File: src/hw/ntt_pkg.sv
// sizes fixed for a 16-point forward NTT with 16-bit coefficients and two butterflies
package ntt_pkg;

    localparam int ring_depth   = 4;                       // log2 of the transform size
    localparam int ring_size    = 1 << ring_depth;
    localparam int pe_number    = 2;                       // butterflies working in parallel
    localparam int beats        = ring_size / (2 * pe_number);
    localparam int data_width   = 16;
    localparam int bfly_latency = 3;
    localparam int stage_gap    = bfly_latency + 1;        // idle cycles after a stage's last issue

    typedef logic [data_width-1:0]   coef_t;       // coefficient or modulus
    typedef logic [ring_depth-1:0]   coef_addr_t;
    typedef logic [ring_depth-2:0]   tw_idx_t;     // twiddle exponent, 0 .. N/2-1
    typedef logic [2:0]              stage_t;

    // lane k sits at bits data_width*k upward
    typedef logic [2*pe_number*data_width-1:0] lanes_t;

    typedef enum logic [2:0] {
        st_idle,
        st_load_tw,
        st_load_data,
        st_compute,
        st_output
    } run_state_t;

    // one issue slot for all butterflies; butterfly p works on pair i = 2*beat + p
    typedef struct packed {
        logic                       valid;
        logic [1:0]                 beat;
        tw_idx_t [pe_number-1:0]    tw_idx;
        logic                       src_bank;
    } bfly_issue_t;

endpackage

File: src/hw/ntt_addr_gen.sv
// constant-geometry schedule; a new compute_go while running restarts the count
`timescale 1ns/1ps

module ntt_addr_gen (
    input  logic                 clk,
    input  logic                 reset,
    input  logic                 compute_go,
    output ntt_pkg::bfly_issue_t issue,
    output ntt_pkg::bfly_issue_t wb,
    output logic                 finished
);

    logic                                                  running;
    ntt_pkg::stage_t                                       stage;
    logic [$clog2(ntt_pkg::beats + ntt_pkg::stage_gap)-1:0] phase;
    ntt_pkg::bfly_issue_t                                  pipe [ntt_pkg::bfly_latency];

    always_ff @(posedge clk or posedge reset) begin
        if (reset) begin
            running  <= 1'b0;
            stage    <= '0;
            phase    <= '0;
            finished <= 1'b0;
        end else begin
            // last write-back of the last stage lands bfly_latency after its issue
            finished <= running && (stage == ntt_pkg::ring_depth - 1) &&
                        (phase == ntt_pkg::beats - 1 + ntt_pkg::bfly_latency);
            if (compute_go) begin
                running <= 1'b1;
                stage   <= '0;
                phase   <= '0;
            end else if (running) begin
                if (phase == ntt_pkg::beats + ntt_pkg::stage_gap - 1) begin
                    phase <= '0;
                    if (stage == ntt_pkg::ring_depth - 1) begin
                        running <= 1'b0;
                    end else begin
                        stage <= stage + 1'b1;
                    end
                end else begin
                    phase <= phase + 1'b1;
                end
            end
        end
    end

    always_comb begin
        ntt_pkg::tw_idx_t mask;
        ntt_pkg::tw_idx_t bf_i;

        mask           = '1;
        mask           = mask << (ntt_pkg::ring_depth - 1 - stage);   // keeps the top s bits
        issue          = '0;
        issue.valid    = running && (phase < ntt_pkg::beats);
        issue.beat     = phase[1:0];
        issue.src_bank = stage[0];   // banks swap every stage
        for (int p = 0; p < ntt_pkg::pe_number; p++) begin
            bf_i            = {phase[1:0], 1'(p)};
            issue.tw_idx[p] = bf_i & mask;
        end
    end

    // write-back follows the butterfly pipeline
    always_ff @(posedge clk or posedge reset) begin
        if (reset) begin
            for (int k = 0; k < ntt_pkg::bfly_latency; k++) begin
                pipe[k] <= '0;
            end
        end else begin
            pipe[0] <= issue;
            for (int k = 1; k < ntt_pkg::bfly_latency; k++) begin
                pipe[k] <= pipe[k-1];
            end
        end
    end

    assign wb = pipe[ntt_pkg::bfly_latency-1];

endmodule

File: config.mk
export PLATFORM = sky130hd
export DESIGN_NAME = ntt_addr_gen
export DESIGN_NICKNAME = d
export VERILOG_FILES = /design/src/hw/ntt_pkg.sv /design/src/hw/ntt_addr_gen.sv
export SDC_FILE = /design/constraint.sdc
export NUM_CORES = 1
export LEC_CHECK = 0
export CAP_MARGIN = 25
export CELL_PAD_IN_SITES_DETAIL_PLACEMENT = 1
export CELL_PAD_IN_SITES_GLOBAL_PLACEMENT = 1
export CORE_MARGIN = 5
export CORE_UTILIZATION = 45
export DETAILED_ROUTE_END_ITERATION = 10
export DONT_BUFFER_PORTS = 1
export PLACE_DENSITY_LB_ADDON = 0.1
export SLEW_MARGIN = 25
export SYNTH_ARGS = -nofsm -noshare
export SYNTH_HDL_FRONTEND = slang
export SYNTH_SLANG_ARGS = --single-unit
export TNS_END_PERCENT = 1
File: constraint.sdc
create_clock -name clk -period 2.07 [get_ports clk]
set_input_delay 0.3105 -clock clk [delete_from_list [all_inputs] [get_ports clk]]
set_output_delay 0.3105 -clock clk [all_outputs]
set_load 0.03 [all_outputs]
==> flow_metrics.py, run 1 <==
metrics = {
    "drt": {
        "route.vias.total": 491,
        "drt-wirelength-per-cell_um": 14.1,
        "drc_errors": 0,
        "drt_first_iter_violations": 1,
        "dr.pass1.iters": 4,
        "antenna_violating_nets_post_route": 0,
        "detail_route.wirelength_mm": 1.49,
        "post_drt_via_cell_ratio": 4.63,
    },
    "critical_path": {
        "timing.critical_path.slowest_cell_delay_ps": 530,
        "r2r_setup_slack_ps": 510,
        "worst_r2r_endpoint": "stage[2]",
        "cp.arrival_ps": 1400,
        "worstRegToRegCells": 4,
        "cp_top_family": "compound AO/OA/AOI/OAI gates",
        "rr_startpoint": "stage[1]",
        "critPathLaunchType": "flip-flop",
        "cp_cell_sequence": "buf_4 > o211a_1",
        "timing.critical_path.required_ps": 1760,
        "worst-setup-path-type": "reg2out",
        "worst_path_max_delay_cell": "o211a_1",
        "critPathCaptureType": "primary output",
        "crit_path_max_fanout": 6,
        "critical_path.n_buffers_inverters": 1,
    },
    "synth": {
        "synth_area_sq_mm": 0.00112,
        "syn-instance-count": 80,
        "postSynth.topFlopCell": "dfrtp_1",
        "synth-seq-area-share_pct": 64.7,
        "ys_types": 21,
        "synthArstFlopShare_pct": 100,
        "ys_warn_count": 0,
        "syn_avg_cell_area_sq_um": 14.0,
        "ys_seq_elements": 29,
        "synth_enable_flop_cells": 0,
    },
    "global_route": {
        "globalRouteOverflowTotal": 0,
        "grt_util_all_layers_pct": 10.1,
        "first_global_vias": 525,
        "first_pass_grt_wire_length_mm": 2.48,
        "grt_antenna_before_repair": 0,
        "grt_start_max_net_pins": 19,
    },
    "sta": {
        "report.final.slew_viol_count": 0,
        "setup_viol_count_final": 0,
        "final.period_utilization_pct": 82.8,
        "fin_worst_skew_ps": 14.7,
        "worst_slew_pin_slew_ps": 658,
        "max_clock_freq_mhz": 584,
        "tightest_slew_margin_relative_to_the_limit_pct": 56.0,
        "final_hold_vios": 0,
        "final_period_minus_worst_setup_slack_ps": 1710,
        "finalHoldWorstSlack_ps": 54.3,
        "tns_ps": 0,
        "rsz0062_at_grt": "no",
    },
    "power_and_ir_drop": {
        "power_leakage_uw": 0.000597,
        "power_dens_cells_mw_per_mm2": 914,
        "totalPowerFinal_uw": 1040,
        "vdd_ir_drop_max_uv": 511,
    },
    "final_layout": {
        "final_common_cell": "dfrtp_1",
        "finish.cell_count_without_fillers": 106,
        "diode_insertion_count_for_antenna_repair": 0,
        "syn2layout_area_growth_pct": 1.45,
        "nFillCells": 244,
        "layout.nets": 83,
        "layout-drive-gt1-share_pct": 21.1,
        "mostFrequentLayoutCells": "dfrtp_1 (29), ha_1 (5), clkbuf_4 (5)",
    },
    "placement": {
        "place.port_buffers": 0,
        "globalplace.congestion": 0.683,
        "instance_count_after_placement_with_tap_cells_included": 97,
    },
    "die": {
        "core_sq_mm": 0.00243,
        "die_ar_sq_mm": 0.00359,
        "io-pin-count": 24,
        "die_w_um": 59.9,
        "initial_cell_density_of_the_core_pct": 46.1,
        "die_h_um": 59.9,
        "num_rows": 18,
    },
    "clocking": {
        "cts_buffer_depth": 2,
        "clock-sinks": 29,
        "cts.htree.levels": 2,
        "worst_skew_pair_later_pin_latency_ps": 310,
        "cts-buffers-inserted": 5,
        "ctsResizeCount": 0,
        "cts_root_buffer": "clkbuf_4",
        "clkTransAtPathRegs_ps": 100,
        "cts_tree": "yes",
    },
    "worst_hold_path": {
        "hold_depth": 1,
        "critical_hold_path_startpoint": "compute_go",
        "worst_hold_path.endpoint": "phase[0]",
        "hold_path.class": "in2reg",
    },
    "flow_run": {
        "max_cap_viol": 0,
    },
    "status": {
        "outcome": "completed",
    },
}
## sequential cells by signal, indices dropped and copies added, names as in the netlist
signal / flops
pipe: 14
phase: 3
running: 1
finished: 1
stage: 3
wb: 7
## power breakdown
part           total [uW]  internal (uW)  leakage [uW]  switching, uW
sequential            609            587      0.000376           22.3
combinational        51.9           15.9      0.000179           36.0
clock                 378            197     0.0000413            182
## cell usage after synthesis (2+ instances only)
cell / n / area share (%)
and3_1: 2 / 1.1
ha_1: 5 / 5.6
nor2_1: 4 / 1.3
mux2i_1: 2 / 1.8
nand2b_1: 3 / 1.7
dfrtp_1: 29 / 65
nor2b_1: 3 / 1.7
inv_1: 3 / 1.0
mux2_4: 2 / 2.7
buf_4: 16 / 11
## logic make-up after synthesis
kind of cell	Yosys count	share of synthesized area (%)
flops	29	64.7
buf+inv	21	13.1
simple gates	16	8.82
fa+ha+maj	5	5.58
compound gates	4	3.01
mux	4	4.46
other cells	1	0.335
## cell type report
class / count / area [sq um] / area share [%]
Tap cell: 30 / 37.5 / 3.30
Inverter: 3 / 11.3 / 0.990
Clock buffer: 7 / 65.1 / 5.72
Clock inverter: 1 / 5.00 / 0.440
Timing Repair Buffer: 5 / 40.0 / 3.52
Multi-Input combinational cell: 31 / 253 / 22.2
Sequential cell: 29 / 726 / 63.8
## metrics by stage
step | worst slack (ps) | utilization, % | instance area (sq um)
6_report | 357 | 46.8 | 1140
5_1_grt | 284 | 46.8 | 1140
4_1_cts | 334 | 46.8 | 1140
3_5_place_dp | 508 | 43.5 | 1060
3_3_place_gp | 531 | 43.5 | 1060
2_1_floorplan | 543 | - | 1120
## worst max-delay path by stage
stage                   from  endpoint  slack [ps]  cells after the start
detailed placement  stage[1]  stage[2]         510                      4
floorplan           stage[0]  stage[0]         540                      4
global placement    stage[1]  stage[2]         530                      4
global route         running  issue[9]         280                      1
finish              stage[0]  issue[3]         360                      2
CTS                 stage[0]  issue[3]         330                      2
## routing by layer
| layer | vias up | GRT usage [%] | wire length [um] |
|---|---|---|---|
| met1 | 241 | 10.2 | 591 |
| met4 | 0 | 5.70 | 16 |
| li1 | 232 | - | - |
| met2 | 16 | 16.2 | 750 |
| met5 | - | 0 | 0 |
| met3 | 2 | 6.05 | 133 |
## worst register-to-register path, cell delays in order, from the launching register on
cell     delay (ps)
dfrtp_1         430
ha_1            200
ha_1            200
and3b_4         340
mux2_4          300
## what timing repair did
action	CTS	global route
hold endpoints to repair	11	0
buffers inserted	0	0
hold buffers	1	0
Note: power is estimated with default switching activity, not from simulation.
==> run 2: changes to the inputs <==
ABC_AREA = 1   (was unset)
CORE_UTILIZATION = 42   (was 45)
clock period = 1.5 ns   (was 2.07 ns; I/O delays follow)
==> flow_metrics.py, run 2 <==
metrics = {
    "synth": {
        "synth_enable_flop_cells": 0,
        "netlist_top_cells_area": "dfrtp_1 (66%), buf_4 (11%), ha_1 (5.7%), nand2_1 (4.1%), nor2_1 (2.7%)",
        "ys_types": 16,
        "ys_top_cells_by_count": "dfrtp_1 (29), buf_4 (16), nand2_1 (12)",
        "yosys.area.top_type": "dfrtp_1",
        "postSynth.topFlopCell": "dfrtp_1",
        "ys_warn_count": 0,
        "synth_area_sq_mm": 0.00109,
        "ys_seq_elements": 29,
        "most_numerous_cell_in_the_yosys_netlist": "dfrtp_1",
        "syn-instance-count": 91,
        "synth_top_cell_area_share_pct": 66.4,
        "synth-seq-area-share_pct": 66.4,
        "syn_avg_cell_area_sq_um": 12.0,
        "synthArstFlopShare_pct": 100,
    },
    "final_layout": {
        "syn2layout_area_growth_pct": 9.85,
        "layout.nets": 102,
        "registers.top_by_ff_count": "pipe",
        "mostFrequentLayoutCells": "dfrtp_1 (28), nand2_1 (11), nor2_1 (6), inv_1 (6)",
        "final_common_cell": "dfrtp_1",
        "finish.cell_count_without_fillers": 124,
        "diode_insertion_count_for_antenna_repair": 0,
        "nFillCells": 272,
        "layout-drive-gt1-share_pct": 28.7,
        "flip_flop_count_of_the_largest_register_after_layout": 14,
    },
    "sta": {
        "final_period_minus_worst_setup_slack_ps": 1450,
        "rsz0062_at_grt": "yes",
        "final_hold_vios": 0,
        "report.final.slew_viol_count": 0,
        "tightest_slew_margin_relative_to_the_limit_pct": 65.1,
        "max_clock_freq_mhz": 690,
        "setup_viol_count_final": 0,
        "worst_slew_pin_slew_ps": 524,
        "fin_worst_skew_ps": 6.79,
        "final.period_utilization_pct": 96.7,
        "finalHoldWorstSlack_ps": 106,
    },
    "critical_path": {
        "worst_path_max_delay_cell": "dfrtp_1",
        "worst_r2r_endpoint": "stage[2]",
        "cp.arrival_ps": 1640,
        "cp_top_family": "simple AND/OR/NAND/NOR gates",
        "critPathLaunchType": "flip-flop",
        "timing.critical_path.required_ps": 1690,
        "worst-setup-path-type": "reg2reg",
        "crit_path_max_fanout": 5,
        "critical_path.most_common_cell": "ha_2",
        "rr_startpoint": "phase[1]",
        "worst_setup_path_startpoint": "phase[1]",
        "r2r_setup_slack_ps": 50,
        "worstRegToRegCells": 6,
        "timing.critical_path.slowest_cell_delay_ps": 400,
        "critPathCaptureType": "flip-flop",
        "cp_cell_sequence": "buf_6 > ha_2 > ha_2 > or2_4 > nand3_1 > nand2_1",
        "critical_path.n_buffers_inverters": 1,
    },
    "drt": {
        "route.vias.total": 580,
        "drt_first_iter_violations": 8,
        "detail_route.wirelength_mm": 1.70,
        "antenna_violating_nets_post_route": 0,
        "dr.pass1.iters": 2,
        "post_drt_via_cell_ratio": 4.68,
        "drc_errors": 0,
        "drt-wirelength-per-cell_um": 13.7,
    },
    "worst_hold_path": {
        "hold_depth": 3,
        "critical_hold_path_startpoint": "compute_go",
        "worst_hold_path.endpoint": "stage[0]",
        "hold_path.class": "in2reg",
    },
    "clocking": {
        "cts-buffers-inserted": 5,
        "clock-sinks": 29,
        "cts_setup_buffers": 0,
        "cts_tree": "yes",
        "cts_buffer_depth": 2,
        "cts_root_buffer": "clkbuf_4",
        "clkTransAtPathRegs_ps": 80,
        "worst_skew_pair_later_pin_latency_ps": 300,
        "cts.htree.levels": 2,
    },
    "placement": {
        "instance_count_after_placement_with_tap_cells_included": 115,
        "place.port_buffers": 0,
        "globalplace.congestion": 0.727,
        "place.detailed.hpwl_mm": 1.21,
    },
    "global_route": {
        "grt_start_max_net_pins": 30,
        "grt_antenna_before_repair": 0,
        "globalRouteOverflowTotal": 0,
        "grt_util_all_layers_pct": 11.6,
        "first_global_vias": 659,
        "first_pass_grt_wire_length_mm": 2.95,
    },
    "die": {
        "io-pin-count": 24,
        "die_ar_sq_mm": 0.00372,
        "initial_cell_density_of_the_core_pct": 44.1,
        "die_w_um": 61.0,
        "core_sq_mm": 0.00248,
        "num_rows": 18,
        "die_h_um": 61.0,
    },
    "power_and_ir_drop": {
        "vdd_ir_drop_max_uv": 668,
        "power_leakage_uw": 0.000602,
        "power_dens_cells_mw_per_mm2": 1200,
    },
    "flow_run": {
        "max_cap_viol": 0,
    },
    "status": {
        "outcome": "completed",
    },
}
## run 2: cell count changes after synthesis, sizes merged, moves of 3 or more
cell	previous run	this run
inv	3	7
nand3	0	3
nand2	1	14
nand2b	3	0
nor2	4	8
nor2b	3	0
## run 2: power breakdown
group          switching (uW)  total, uW  internal (uW)
clock network             233        454            221
logic                    84.0        124           39.5
registers                44.1        868            824
## run 2: cell type report
class	count	area (sq um)	share of cell area, %
Multi-Input combinational cell	40	251	21.0
Timing Repair Buffer	11	103	8.55
Clock buffer	7	55.1	4.59
Sequential cell	29	727	60.6
Inverter	7	26.3	2.19
Tap cell	30	37.5	3.13
## run 2: how the worst max path moves through the flow
stage,end,slack (ps),cells past startpoint
after floorplan,issue[6],40,3
after global placement,stage[2],-0.5,6
after detailed placement,stage[2],-20,6
after CTS,stage[2],2,7
after global routing,issue[2],-30,4
final,stage[2],50,6
## run 2: timing repair
action,4_1_cts,5_1_grt
hold endpoints to repair,30,0
endpoints found under the setup margin,5,8
gates resized for setup,4,11
hold buffers,2,0
pin swaps,0,0
## run 2: tightest hold or removal path, cell delays in order
cell and delay, ps:
nor2_1 30, nand3_1 70, nand2_1 50
## run 2: metrics by stage
| step | TNS (ps) | power (uW) | setup slack, ps | util (%) | area, sq um |
|---|---|---|---|---|---|
| after CTS | 0 | 1460 | 1.95 | 47.2 | 1170 |
| after floorplan | 0 | 993 | 37.7 | - | 1100 |
| after global placement | -0.527 | 991 | -0.527 | 43.6 | 1080 |
| final | 0 | 1450 | 49.7 | 48.4 | 1200 |
| after detailed placement | -15.6 | 996 | -15.6 | 43.6 | 1080 |
| after global routing | -78.8 | 1520 | -29.7 | 48.4 | 1200 |
## run 2: routing by layer
| layer | share of wire [%] | vias to the layer above | GRT usage (%) |
|---|---|---|---|
| li1 | - | 272 | - |
| met1 | 39 | 289 | 13.3 |
| met2 | 52 | 17 | 17.6 |
| met3 | 7.9 | 2 | 6.38 |
| met4 | 1.4 | 0 | 5.57 |
| met5 | 0 | - | 0 |
## run 2: logic make-up after synthesis
group / synth area share (%)
simple gates: 11.2
flops: 66.4
compound gates: 2.86
buf+inv: 13.4
other cells: 0.343
fa+ha+maj: 5.73
